--- config.mk ---
export PLATFORM = sky130hd
export DESIGN_NAME = simd_mul_top
export DESIGN_NICKNAME = d
export VERILOG_FILES = /design/src/source/simd_mul_pkg.sv /design/src/source/mul_cfg_if.sv /design/src/source/simd_mul_top.sv /design/src/source/simd_vedic_mul.sv /design/src/source/vedic_mul_unsigned.sv /design/src/source/lane_twos_comp.sv /design/src/source/mul_cfg_regs.sv
export SDC_FILE = /design/constraint.sdc
export NUM_CORES = 2
export LEC_CHECK = 0
export ABC_AREA = 1
export BUFFER_PORTS_ARGS = -buffer_cell sky130_fd_sc_hd__buf_2
export CAP_MARGIN = 20
export CORE_MARGIN = 4
export CORE_UTILIZATION = 55
export DETAILED_ROUTE_END_ITERATION = 6
export PLACE_DENSITY = 0.84
export SLEW_MARGIN = 5
export SYNTH_ARGS = -nofsm -noshare
export SYNTH_HDL_FRONTEND = slang
export SYNTH_SLANG_ARGS = --single-unit
export TNS_END_PERCENT = 20
--- constraint.sdc ---
create_clock -name clk -period 26.3 [get_ports clk]
set_input_delay 2.63 -clock clk [delete_from_list [all_inputs] [get_ports clk]]
set_output_delay 2.63 -clock clk [all_outputs]
set_load 0.05 [all_outputs]
--- src/source/simd_mul_pkg.sv ---
/*
  Shared widths, element-size encoding and APB register map for the
  packed SIMD multiplier. Imported by every design block and by the testbench
*/
`default_nettype none

package simd_mul_pkg;

    // Datapath widths
    localparam int data_width   = 32;
    localparam int result_width = 64;
    localparam int byte_width   = 8;
    localparam int num_lanes    = data_width / byte_width;

    // Lane scale of a lane_twos_comp instance, byte lanes or halfword lanes
    localparam int unsigned operand_lane_scale = 1;
    localparam int unsigned result_lane_scale  = 2;

    // Element size of a packed operand, code 3 is reserved
    typedef enum logic [1:0] {
        esize_8  = 2'd0,
        esize_16 = 2'd1,
        esize_32 = 2'd2
    } esize_e;

    localparam logic [1:0] esize_reserved = 2'd3;

    // APB bus
    localparam int apb_addr_width = 4;
    localparam int apb_data_width = 32;

    // Register word offsets
    typedef enum logic [apb_addr_width-1:0] {
        ctrl_addr  = 4'h0,
        count_addr = 4'h4
    } reg_addr_e;

    // CTRL fields
    localparam int ctrl_esize_lsb  = 0;
    localparam int ctrl_signed_bit = 2;
    localparam int ctrl_enable_bit = 3;

endpackage : simd_mul_pkg

`default_nettype wire
--- src/source/mul_cfg_if.sv ---
/*
  Configuration path from the register block to the multiplier datapath,
  with a done pulse going back for every delivered result
*/
`timescale 1ns/1ns
`default_nettype none

interface mul_cfg_if import simd_mul_pkg::*; ();

    esize_e esize;
    logic   is_signed;
    logic   enable;
    // One pulse per result handshake
    logic   done;

    modport regs (output esize, output is_signed, output enable, input done);

    modport dp (input esize, input is_signed, input enable, output done);

endinterface : mul_cfg_if

`default_nettype wire

--- src/source/simd_mul_top.sv ---
/*
  Top level of the SIMD multiplier. Joins the APB register block and the
  pipelined datapath through the configuration interface
*/
`timescale 1ns/1ns
`default_nettype none

module simd_mul_top import simd_mul_pkg::*; (
    input  logic                      clk,
    input  logic                      rst_n,
    // APB
    input  logic                      psel,
    input  logic                      penable,
    input  logic                      pwrite,
    input  logic [apb_addr_width-1:0] paddr,
    input  logic [apb_data_width-1:0] pwdata,
    output logic [apb_data_width-1:0] prdata,
    output logic                      pready,
    output logic                      pslverr,
    // Operand and result streams
    input  logic                      in_valid,
    output logic                      in_ready,
    input  logic [data_width-1:0]     a,
    input  logic [data_width-1:0]     b,
    output logic                      out_valid,
    input  logic                      out_ready,
    output logic [result_width-1:0]   z
);

    mul_cfg_if cfg_if ();

    mul_cfg_regs u_regs (
        .clk    (clk),
        .rst_n  (rst_n),
        .psel   (psel),
        .penable(penable),
        .pwrite (pwrite),
        .paddr  (paddr),
        .pwdata (pwdata),
        .prdata (prdata),
        .pready (pready),
        .pslverr(pslverr),
        .cfg    (cfg_if.regs)
    );

    simd_vedic_mul u_mul (
        .clk      (clk),
        .rst_n    (rst_n),
        .in_valid (in_valid),
        .in_ready (in_ready),
        .a        (a),
        .b        (b),
        .out_valid(out_valid),
        .out_ready(out_ready),
        .z        (z),
        .cfg      (cfg_if.dp)
    );

endmodule : simd_mul_top

`default_nettype wire

--- src/source/simd_vedic_mul.sv ---
/*
  Two-stage signed/unsigned packed SIMD multiplier on valid/ready streams.
  Stage 1 conditions the sources, stage 2 multiplies and fixes the sign
*/
`timescale 1ns/1ns
`default_nettype none

module simd_vedic_mul import simd_mul_pkg::*; (
    input  logic                    clk,
    input  logic                    rst_n,
    input  logic                    in_valid,
    output logic                    in_ready,
    input  logic [data_width-1:0]   a,
    input  logic [data_width-1:0]   b,
    output logic                    out_valid,
    input  logic                    out_ready,
    output logic [result_width-1:0] z,
    mul_cfg_if.dp                   cfg
);

    logic advance;
    logic accept;

    logic [num_lanes-1:0]    a_sign;
    logic [num_lanes-1:0]    b_sign;
    logic [num_lanes-1:0]    a_comp;
    logic [num_lanes-1:0]    b_comp;
    logic [result_width-1:0] a_cond;
    logic [result_width-1:0] b_cond;

    logic                    s1_valid;
    logic [data_width-1:0]   s1_a;
    logic [data_width-1:0]   s1_b;
    esize_e                  s1_esize;
    logic [num_lanes-1:0]    s1_res_comp;

    logic [result_width-1:0]                 full_z;
    logic [num_lanes-1:0][2*byte_width-1:0]  diag8;
    logic [num_lanes/2-1:0][data_width-1:0]  diag16;
    logic [result_width-1:0]                 sel_z;
    logic [result_width-1:0]                 fixed_z;

    // Whole pipe stalls on a blocked result
    assign advance  = ~out_valid | out_ready;
    assign in_ready = cfg.enable & advance;
    assign accept   = in_valid & in_ready;
    assign cfg.done = out_valid & out_ready;

    // Sign bit of each element, placed at its lowest lane
    always_comb begin
        a_sign = '0;
        b_sign = '0;
        case (cfg.esize)
            esize_8: begin
                for (int i = 0; i < num_lanes; i++) begin
                    a_sign[i] = a[(i+1)*byte_width-1];
                    b_sign[i] = b[(i+1)*byte_width-1];
                end
            end
            esize_16: begin
                for (int i = 0; i < num_lanes/2; i++) begin
                    a_sign[2*i] = a[(2*i+2)*byte_width-1];
                    b_sign[2*i] = b[(2*i+2)*byte_width-1];
                end
            end
            esize_32: begin
                a_sign[0] = a[data_width-1];
                b_sign[0] = b[data_width-1];
            end
            default: ;
        endcase
    end

    assign a_comp = {num_lanes{cfg.is_signed}} & a_sign;
    assign b_comp = {num_lanes{cfg.is_signed}} & b_sign;

    lane_twos_comp #(.lane_scale(operand_lane_scale)) twos_comp_a (
        .in        ({{(result_width-data_width){1'b0}}, a}),
        .complement(a_comp),
        .esize     (cfg.esize),
        .out       (a_cond)
    );

    lane_twos_comp #(.lane_scale(operand_lane_scale)) twos_comp_b (
        .in        ({{(result_width-data_width){1'b0}}, b}),
        .complement(b_comp),
        .esize     (cfg.esize),
        .out       (b_cond)
    );

    always_ff @(posedge clk or negedge rst_n) begin
        if (!rst_n) begin
            s1_valid  <= 1'b0;
            out_valid <= 1'b0;
        end else if (advance) begin
            s1_valid  <= accept;
            out_valid <= s1_valid;
        end
    end

    // Configuration travels with the item
    always_ff @(posedge clk) begin
        if (accept) begin
            s1_a        <= a_cond[data_width-1:0];
            s1_b        <= b_cond[data_width-1:0];
            s1_esize    <= cfg.esize;
            s1_res_comp <= a_comp ^ b_comp;
        end
    end

    vedic_mul_unsigned u_core (
        .a     (s1_a),
        .b     (s1_b),
        .z     (full_z),
        .diag8 (diag8),
        .diag16(diag16)
    );

    // Lane products come from the diagonals
    always_comb begin
        case (s1_esize)
            esize_8:  sel_z = diag8;
            esize_16: sel_z = diag16;
            default:  sel_z = full_z;
        endcase
    end

    lane_twos_comp #(.lane_scale(result_lane_scale)) twos_comp_z (
        .in        (sel_z),
        .complement(s1_res_comp),
        .esize     (s1_esize),
        .out       (fixed_z)
    );

    always_ff @(posedge clk) begin
        if (advance && s1_valid) begin
            z <= fixed_z;
        end
    end

    stall_hold: assert property (@(posedge clk) disable iff (!rst_n)
        out_valid && !out_ready |=> out_valid && $stable(z));

    // Register block filters the reserved size
    no_reserved_esize: assert property (@(posedge clk) disable iff (!rst_n)
        accept |-> cfg.esize != esize_reserved);

endmodule : simd_vedic_mul

`default_nettype wire

--- src/source/vedic_mul_unsigned.sv ---
/*
  Unsigned 32x32 vedic multiplier. Sixteen 8x8 crosswise blocks combine into
  16x16 products and then the full product; diagonals feed lane selection
*/
`timescale 1ns/1ns
`default_nettype none

module vedic_mul_unsigned import simd_mul_pkg::*; (
    input  logic [data_width-1:0]                   a,
    input  logic [data_width-1:0]                   b,
    output logic [result_width-1:0]                 z,
    output logic [num_lanes-1:0][2*byte_width-1:0]  diag8,
    output logic [num_lanes/2-1:0][data_width-1:0]  diag16
);

    // Byte x byte sub-products, indexed by a byte then b byte
    logic [2*byte_width-1:0] p8  [num_lanes][num_lanes];
    // Halfword x halfword sub-products
    logic [data_width-1:0]   p16 [num_lanes/2][num_lanes/2];

    // Vertically and crosswise, one column sum per output weight
    function automatic logic [2*byte_width-1:0] vedic8(input logic [byte_width-1:0] x,
                                                       input logic [byte_width-1:0] y);
        logic [2*byte_width-1:0] acc;
        logic [3:0]              column;
        acc = '0;
        for (int k = 0; k < 2*byte_width-1; k++) begin
            column = '0;
            for (int i = 0; i < byte_width; i++) begin
                if (k - i >= 0 && k - i < byte_width) begin
                    column = column + (x[i] & y[k-i]);
                end
            end
            acc = acc + ({{(2*byte_width-4){1'b0}}, column} << k);
        end
        return acc;
    endfunction

    always_comb begin
        for (int i = 0; i < num_lanes; i++) begin
            for (int j = 0; j < num_lanes; j++) begin
                p8[i][j] = vedic8(a[i*byte_width +: byte_width], b[j*byte_width +: byte_width]);
            end
        end
    end

    // Low x low, the two cross terms, then high x high
    always_comb begin
        for (int i = 0; i < num_lanes/2; i++) begin
            for (int j = 0; j < num_lanes/2; j++) begin
                p16[i][j] = data_width'(p8[2*i][2*j])
                          + ((data_width'(p8[2*i][2*j+1]) + data_width'(p8[2*i+1][2*j]))
                             << byte_width)
                          + (data_width'(p8[2*i+1][2*j+1]) << (2*byte_width));
            end
        end
    end

    // Same crosswise step one level up
    assign z = result_width'(p16[0][0])
             + ((result_width'(p16[0][1]) + result_width'(p16[1][0])) << (2*byte_width))
             + (result_width'(p16[1][1]) << data_width);

    always_comb begin
        for (int i = 0; i < num_lanes; i++) begin
            diag8[i] = p8[i][i];
        end
        for (int i = 0; i < num_lanes/2; i++) begin
            diag16[i] = p16[i][i];
        end
    end

endmodule : vedic_mul_unsigned

`default_nettype wire

--- src/source/lane_twos_comp.sv ---
/*
  Negates selected elements of a packed word. Element width is the element
  size times the lane scale; operands sit zero-extended in the low half
*/
`timescale 1ns/1ns
`default_nettype none

module lane_twos_comp import simd_mul_pkg::*; #(
    parameter int unsigned lane_scale = operand_lane_scale
) (
    input  logic [result_width-1:0] in,
    input  logic [num_lanes-1:0]    complement,
    input  esize_e                  esize,
    output logic [result_width-1:0] out
);

    // Each element uses the complement bit of its lowest lane
    always_comb begin
        out = in;
        case (esize)
            esize_8: begin
                for (int e = 0; e < num_lanes; e++) begin
                    if (complement[e]) begin
                        out[e*lane_scale*byte_width +: lane_scale*byte_width] =
                            ~in[e*lane_scale*byte_width +: lane_scale*byte_width] + 1'b1;
                    end
                end
            end
            esize_16: begin
                for (int e = 0; e < num_lanes/2; e++) begin
                    if (complement[2*e]) begin
                        out[e*2*lane_scale*byte_width +: 2*lane_scale*byte_width] =
                            ~in[e*2*lane_scale*byte_width +: 2*lane_scale*byte_width] + 1'b1;
                    end
                end
            end
            esize_32: begin
                if (complement[0]) begin
                    out[0 +: num_lanes*lane_scale*byte_width] =
                        ~in[0 +: num_lanes*lane_scale*byte_width] + 1'b1;
                end
            end
            // Reserved size passes through
            default: ;
        endcase
    end

endmodule : lane_twos_comp

`default_nettype wire

--- src/source/mul_cfg_regs.sv ---
/*
  Zero-wait APB slave with the CTRL and COUNT registers. CTRL sets element
  size, signedness and enable of the multiplier; COUNT tallies results
*/
`timescale 1ns/1ns
`default_nettype none

module mul_cfg_regs import simd_mul_pkg::*; (
    input  logic                      clk,
    input  logic                      rst_n,
    input  logic                      psel,
    input  logic                      penable,
    input  logic                      pwrite,
    input  logic [apb_addr_width-1:0] paddr,
    input  logic [apb_data_width-1:0] pwdata,
    output logic [apb_data_width-1:0] prdata,
    output logic                      pready,
    output logic                      pslverr,
    mul_cfg_if.regs                   cfg
);

    esize_e                    esize_q;
    logic                      signed_q;
    logic                      enable_q;
    logic [apb_data_width-1:0] count_q;

    logic                      access;
    logic                      hit_ctrl;
    logic                      hit_count;
    logic [$bits(esize_e)-1:0] wr_esize;
    logic                      ctrl_we;

    assign access   = psel & penable;
    assign wr_esize = pwdata[ctrl_esize_lsb +: $bits(esize_e)];

    // Address decode
    always_comb begin
        hit_ctrl  = 1'b0;
        hit_count = 1'b0;
        case (paddr)
            ctrl_addr:  hit_ctrl  = 1'b1;
            count_addr: hit_count = 1'b1;
            default: ;
        endcase
    end

    // Unmapped offset, COUNT write or reserved size
    assign pslverr = access & (~(hit_ctrl | hit_count)
                               | (pwrite & hit_count)
                               | (pwrite & hit_ctrl & (wr_esize == esize_reserved)));
    assign pready  = 1'b1;
    assign ctrl_we = access & pwrite & hit_ctrl & ~pslverr;

    always_comb begin
        prdata = '0;
        if (hit_ctrl) begin
            prdata[ctrl_esize_lsb +: $bits(esize_e)] = esize_q;
            prdata[ctrl_signed_bit]                  = signed_q;
            prdata[ctrl_enable_bit]                  = enable_q;
        end else if (hit_count) begin
            prdata = count_q;
        end
    end

    always_ff @(posedge clk or negedge rst_n) begin
        if (!rst_n) begin
            esize_q  <= esize_8;
            signed_q <= 1'b0;
            enable_q <= 1'b0;
        end else if (ctrl_we) begin
            esize_q  <= esize_e'(wr_esize);
            signed_q <= pwdata[ctrl_signed_bit];
            enable_q <= pwdata[ctrl_enable_bit];
        end
    end

    // Delivered results, wraps
    always_ff @(posedge clk or negedge rst_n) begin
        if (!rst_n) begin
            count_q <= '0;
        end else if (cfg.done) begin
            count_q <= count_q + 1'b1;
        end
    end

    assign cfg.esize     = esize_q;
    assign cfg.is_signed = signed_q;
    assign cfg.enable    = enable_q;

    pslverr_in_access: assert property (@(posedge clk) disable iff (!rst_n)
        pslverr |-> psel && penable);

endmodule : mul_cfg_regs

`default_nettype wire

---- Word level (Yosys, flattened, before mapping) ----
Cells that the tools add are included.
word-level totals
  register bits after elaboration ......... 172
  input port bits ......................... 107
  output and inout bits ................... 100
  word-level logic and storage cells ...... 2170
operators by class
  $add $sub $neg .......................... 1045
  eq/ne operators ......................... 6
  multiplexer cells ....................... 38
  bitwise logic cells ..................... 1066
  reductions and logical operators ........ 4
operator list
  kind                                                             count
  1-bit AND                                                        1035
  4-bit by 1-bit adder with 4-bit output                           242
  16-bit by 15-bit adder with 16-bit output                        44
  3-bit by 1-bit adder with 4-bit output                           132
  2-bit by 1-bit adder with 3-bit output                           161
  1-bit by 1-bit adder with 2-bit output                           190
  4-bit adder                                                      57
  15-bit by 15-bit adder with 16-bit output                        14
  14-bit by 14-bit adder with 15-bit output                        14
  13-bit by 13-bit adder with 14-bit output                        14
  32-bit case mux with 3 select lines                              2
  64-bit case mux with 3 select lines                              1
  12-bit by 12-bit adder with 13-bit output                        14
  11-bit by 11-bit adder with 12-bit output                        15
  10-bit by 10-bit adder with 11-bit output                        15
  32-bit by 1-bit adder with 32-bit output, second input constant  5
  32-bit 2-to-1 mux                                                5
  9-bit by 9-bit adder with 10-bit output                          15
  8-bit by 8-bit adder with 9-bit output                           15
  16-bit by 1-bit adder with 16-bit output, second input constant  8
  16-bit by 32-bit adder with 32-bit output                        4
  32-bit adder                                                     4
  16-bit 2-to-1 mux                                                8
  16-bit NOT                                                       8
  43 further kinds                                                 137

---- Depth between registers and ports, before layout ----
  word-level depth ........................ 27
  mapped depth ............................ 72
  depth with buffers taken out ............ 71

---- By module ----
From an unflattened synthesis, not the netlist that was laid out.
unflattened totals
  cells, all modules ...................... 8966
  area total of the unflattened synthesis .. 61305.0 µm²
modules (own cells, without submodules)
  module                                  instances  cells each  area an instance (µm²)  sequential area each (µm²)
  vedic_mul_unsigned                      1          6394        44522.7                 0.0
  simd_vedic_mul                          1          463         5610.4                  4073.9
  lane_twos_comp (u_mul.twos_comp_a ...)  2          444         2336.0                  0.0
  lane_twos_comp (u_mul.twos_comp_z)      1          901         4202.8                  0.0
  mul_cfg_regs                            1          320         2297.2                  900.9

---- Least setup slack after synthesis ----
No wires, ideal clock.
  path type ............................... reg2reg
  start point ............................. reg u_mul.s1_b[7]
  end point ............................... reg u_mul.z[58], data pin
  setup time .............................. 264 ps
  arrival time ............................ 10639 ps
  required time ........................... 26036 ps
  setup slack ............................. 15397 ps
  cell stages (with the launch flop) ...... 68
  path buffers ............................ 1
  period minus slack after synthesis ...... 10903 ps
  cell sequence ........................... edfxtp_1 -> clkbuf_1 -> nand2_1 -> inv_1 -> fa_1 -> inv_1 -> fa_1 -> inv_1 -> fa_1 -> ha_1 -> inv_1 -> fa_1 -> inv_1 -> ha_1 -> inv_1 -> fa_1 -> inv_1 -> ha_1 -> [32 not listed] -> nand2_1 -> nor2_1 -> nand3_1 -> nand3_1 -> nand2_1 -> nand3_1 -> nand2_1 -> inv_1 -> ha_1 -> nand3_4 -> inv_2 -> nand2_4 -> nor2_2 -> inv_2 -> o21ai_2 -> nand3_1 -> nand3_1 -> nand4_1
between the ends
  word-level cells in the longest chain between the ends .. 27
  elaborated cells between the ends (all ways) .. 196
  classes of those cells .................. add/sub (156); mux (5); bitwise (35)
ends and longest elaborated chain
  element                                                           line                      RTL
  from (decl)                                                       simd_vedic_mul.sv:33      logic [data_width-1:0] s1_b;
  from (signal assigned)                                            simd_vedic_mul.sv:105     s1_b <= b_cond[data_width-1:0];
  1-bit AND                                                         vedic_mul_unsigned.sv:31  column = column + (x[i] & y[k-i]);
  1-bit by 1-bit adder with 2-bit output                            vedic_mul_unsigned.sv:31
  2-bit by 1-bit adder with 3-bit output                            vedic_mul_unsigned.sv:31
  3-bit by 1-bit adder with 4-bit output                            vedic_mul_unsigned.sv:31
  4-bit by 1-bit adder with 4-bit output (4 in series)              vedic_mul_unsigned.sv:31
  11-bit by 11-bit adder with 12-bit output                         vedic_mul_unsigned.sv:34  acc = acc + ({{(2*byte_width-4){1'b0}}, column} << k);
  12-bit by 12-bit adder with 13-bit output                         vedic_mul_unsigned.sv:34
  13-bit by 13-bit adder with 14-bit output                         vedic_mul_unsigned.sv:34
  [9 not listed]                                                    --
  32-bit by 64-bit adder with 64-bit output                         vedic_mul_unsigned.sv:61  + ((result_width'(p16[0][1]) + result_width'(p16[1][0])) << (2*byte_width))
  64-bit adder                                                      vedic_mul_unsigned.sv:62  + (result_width'(p16[1][1]) << data_width);
  64-bit case mux with 2 select lines *                             simd_vedic_mul.sv:121     case (s1_esize)
  64-bit NOT (tied with other cells)                                lane_twos_comp.sv:40      ~in[0 +: num_lanes*lane_scale*byte_width] + 1'b1;
  64-bit by 1-bit adder with 64-bit output (tied with other cells)  lane_twos_comp.sv:40
  64-bit 2-to-1 mux (tied with other cells)                         lane_twos_comp.sv:38      if (complement[0]) begin
  64-bit case mux with 3 select lines *                             lane_twos_comp.sv:20      case (esize)
  named net u_mul.fixed_z[58]                                       simd_vedic_mul.sv:41      logic [result_width-1:0] fixed_z;
  to (signal assigned)                                              simd_vedic_mul.sv:137     z <= fixed_z;
  to (decl)                                                         simd_vedic_mul.sv:17      output logic [result_width-1:0] z,
The timed path passes the listed nets; every way through them passes the cells marked *.
A chain may end at the register's enable or synchronous reset.

---- Worst setup path after layout ----
  start point ............................. reg u_mul.s1_b[22]
  end point ............................... reg u_mul.z[58], data pin
between the ends
  word-level cells in the longest chain between the ends .. 27
  elaborated cells between the ends (all ways) .. 224
  classes of those cells .................. add/sub (184); mux (5); bitwise (35)
ends and longest elaborated chain
  element                                                                                                     line
  1-bit AND                                                                                                   vedic_mul_unsigned.sv:31
  1-bit by 1-bit adder with 2-bit output                                                                      vedic_mul_unsigned.sv:31
  2-bit by 1-bit adder with 3-bit output                                                                      vedic_mul_unsigned.sv:31
  3-bit by 1-bit adder with 4-bit output                                                                      vedic_mul_unsigned.sv:31
  4-bit by 1-bit adder with 4-bit output (3 in series)                                                        vedic_mul_unsigned.sv:31
  10-bit by 10-bit adder with 11-bit output / 4-bit by 1-bit adder with 4-bit output (equally long branches)  vedic_mul_unsigned.sv:34, vedic_mul_unsigned.sv:31
  11-bit by 11-bit adder with 12-bit output                                                                   vedic_mul_unsigned.sv:34
  12-bit by 12-bit adder with 13-bit output                                                                   vedic_mul_unsigned.sv:34
  [10 not listed]                                                                                             --
  32-bit by 64-bit adder with 64-bit output                                                                   vedic_mul_unsigned.sv:61
  64-bit adder                                                                                                vedic_mul_unsigned.sv:62
  64-bit case mux with 2 select lines *                                                                       simd_vedic_mul.sv:121
  64-bit NOT (tied with other cells)                                                                          lane_twos_comp.sv:40
  64-bit by 1-bit adder with 64-bit output (tied with other cells)                                            lane_twos_comp.sv:40
  64-bit 2-to-1 mux (tied with other cells)                                                                   lane_twos_comp.sv:38
  64-bit case mux with 3 select lines *                                                                       lane_twos_comp.sv:20
  named net u_mul.fixed_z[58]                                                                                 simd_vedic_mul.sv:41
Marked as above.

==> impl_metrics.ini <==
[clocking]
cts_resized = 0
htree_levels = 4
clkSlewWorstSetupHoldPaths_ns = 0.08
cts.root.buffer_cell = clkbuf_16
clock_path_buffers = 2
cts_tree = done
numCtsBuffers = 17
cts_setup_buffers = 0
cts.sinks = 172
cts-hold-fix-buffers = 0
clk_latency_ns = 0.50

[logic_synthesis]
syn_area_per_cell_um2 = 6.89
async_flop_share = 0.221
synth.yosys.seq_area_share = 0.0848
syn-cell-area_mm2 = 0.0587
ys.flop_type = edfxtp_1
synth_seq_cells = 172
synth_fp_nets = 10048
yosys_warnings = 0
synth_edf_count = 134
ys_types = 68
syn_inst = 8513

[worst_hold_path]
hold_class = register to register

[status]
status = complete, but fails checks
violations = design-rule violations

[timing]
rsz0062_at_grt = false
fin_worst_skew_ns = 0.0168
maxSlewHeadroom = 0.270
fin_crit_ns = 13.14
fmax_mhz = 76.1
layout_setup_ws_ns = 13.16
finalSetupViolations = 0
finalMaxSlewViolations = 0
setup_tns_ns = 0
hold_viol_final = 0
tightestPinTransition_ns = 1.09
period_share = 0.499

[route]
maxUsedRoutingLayer = met4
drt-met1-wl_mm = 64.9
wl_met3_mm = 14.8
vias = 54144
dr.pass1.iters = 7
via_per_inst = 5.45
route.met2.wl_mm = 74.6
avgRoutedWirePerCell_um = 16.4
drc = 2
drt_iter0_drc = 4345
antenna_left = 0
wirelength_mm = 163

[setup_path]
cp_max_fo = 21
crit_top_cell = nand3_1
critPathRequiredTime_ns = 26.54
cp_slowest_cell = edfxtp_1
endpoint_kind = register
setup.worst_path.start_class = register
critPathArrivalTime_ns = 13.38
slowest_delay_ns = 0.73
worstSetupPathType = register to register

[finish]
n_antenna_cell = 0
fillCellCount = 9479
multi_input_area_mm2 = 0.0449
seqCellArea_mm2 = 0.00497
drive_gt1_frac = 0.0552
synthToLayoutAreaGrowth_pct = 4.85
final_net_count = 10069

[floorplanning]
die_h_um = 335
dieArea_mm2 = 0.112
rows = 119
design.core.area_mm2 = 0.106
start_util = 0.556
die_w_um = 335
num_io_pins = 207

[place]
gp_congestion = 0.961
dp_slack_ns = 13.32
dp_hpwl_mm = 127
numPortBuffers = 177

[grt]
grtUsageTotal = 0.292
antenna_found_initial = 1
gr-total-overflow = 0
grt_pass1_vias = 54826
grt_max_degree = 71
grt_pass1_wl_mm = 267

[flow_run]
maxCapViolCount = 0
[metrics by stage]
| step | util | instances | area, um2 | hold slack, ns |
|---|---|---|---|---|
| after floorplan | - | 8513 | 58700 | 0.431 |
| after global placement | 0.577 | 9905 | 60900 | 0.460 |
| after detailed placement | 0.577 | 9905 | 60900 | 0.479 |
| after CTS | 0.583 | 9937 | 61500 | 0.522 |
| after global routing | 0.583 | 9938 | 61500 | 0.537 |
| final | 0.583 | 9938 | 61500 | 0.522 |
[worst max-delay path: cells and delay by family (launching register included)]
kind | cells | cell delay (ns)
and+or+nand+nor | 33 | 4.29
buffers and inverters | 9 | 1.07
DFF | 1 | 0.73
xor gates and xnor gates | 3 | 0.70
AOI/OAI and AO/OA | 8 | 1.60
adders and majority gates | 11 | 4.46
[registers in the layout, summed over array words and instances, names as in the netlist]
signal	cells
u_mul.s1_b	32
u_regs.cfg.esize	2
u_regs.cfg.is_signed	1
u_mul.s1_a	32
u_mul.z	64
u_regs.count_q	32
u_mul.s1_res_comp	4
u_mul.s1_esize	2
u_mul.out_valid	1
u_regs.cfg.enable	1
u_mul.s1_valid	1
[final timing paths]
check / start / endpoint / slack (ns) / cells after the start
worst min-delay path: u_regs.count_q[12]$_DFFE_PN0P_ / u_regs.count_q[12]$_DFFE_PN0P_ / 0.52 / 1
min in group asynchronous: rst_n / u_regs.count_q[22]$_DFFE_PN0P_ / 2.22 / 1
worst max-delay path: u_mul.s1_b[22]$_DFFE_PP_ / u_mul.z[58]$_DFFE_PP_ / 13.16 / 64
worst max register to register: u_mul.s1_b[22]$_DFFE_PP_ / u_mul.z[58]$_DFFE_PP_ / 13.16 / 64
max in group asynchronous: rst_n / u_regs.cfg.esize[0]$_DFFE_PN0P_ / 23.53 / 1
worst min register to register: u_regs.count_q[12]$_DFFE_PN0P_ / u_regs.count_q[12]$_DFFE_PN0P_ / 0.52 / 1
[layout make-up]
cell class,count,area share
inverters,2100,0.128
clock inverters,14,0.00248
repair buffers,257,0.0242
clock buffers,18,0.00698
well taps,1391,0.0283
flip-flops and latches,172,0.0809
multi-input cells,5986,0.729
[per-layer routing]
metal / up-vias / track usage
met1: 25246 / 0.368
met2: 2394 / 0.493
met3: 483 / 0.0460
li1: 26021 / -
met4: 0 / 0.135
met5: - / 0
[cells in the mapped netlist (all sizes together) (23+ instances only)]
cell type  instances  area (um2)
edfxtp           134        4020
o21bai            48         360
buf               23         108
a21oi            391        1990
nor2             501        2070
a31oi             23         150
nand3            340        1790
o21ai            276        1440
o22ai             29         181
xnor2            118        1030
inv             2092        7850
o211ai            25         193
clkbuf           232         871
nand2           2212        8470
xor2             296        2590
nand4             76         475
fa               619       12400
nor3              73         410
ha               809       10100
dfrtp             38         951
[kinds of logic (layout without fill, tap and decap cells)]
| group | Yosys count | in the layout | synth area share |
|---|---|---|---|
| simple gates | 3254 | 3254 | 0.231 |
| buf+inv | 2355 | 2389 | 0.151 |
| fa+ha+maj | 1428 | 1428 | 0.384 |
| compound gates | 882 | 882 | 0.0861 |
| xor+xnor | 414 | 414 | 0.0618 |
| flops | 172 | 172 | 0.0848 |
| mux | 7 | 7 | 0.00124 |
| other cells | 1 | 1 | 0.0000639 |
[cell usage in the layout, fill, tap and decap left out, drive strengths merged, types with 2 or more instances in the layout]
| cell | instances |
|---|---|
| nor2 | 501 |
| and3 | 2 |
| nor4 | 11 |
| mux2 | 2 |
| clkinv | 13 |
| inv | 2101 |
| a21boi | 7 |
| nand4 | 76 |
| a221o | 2 |
| o221ai | 18 |
| edfxtp | 134 |
| clkbuf | 18 |
| xor2 | 296 |
| and2 | 2 |
| buf | 257 |
| a21oi | 391 |
| o2111ai | 16 |
| nor3b | 4 |
| a22oi | 2 |
| a21o | 17 |
| o21ai | 276 |
| o211ai | 25 |
| nand3b | 14 |
| xnor2 | 118 |
| o21bai | 48 |
| o22a | 2 |
| o31ai | 6 |
| a211oi | 7 |
| fa | 619 |
| dfrtp | 38 |
| o21a | 9 |
| nor3 | 73 |
| nand2 | 2212 |
| mux2i | 5 |
| ha | 809 |
| nand3 | 340 |
| a31oi | 23 |
| or2 | 18 |
| o22ai | 29 |
Power is left out: the tool's default activity adds up to more than one toggle a clock period on the data nets, which glitch-free logic cannot reach.
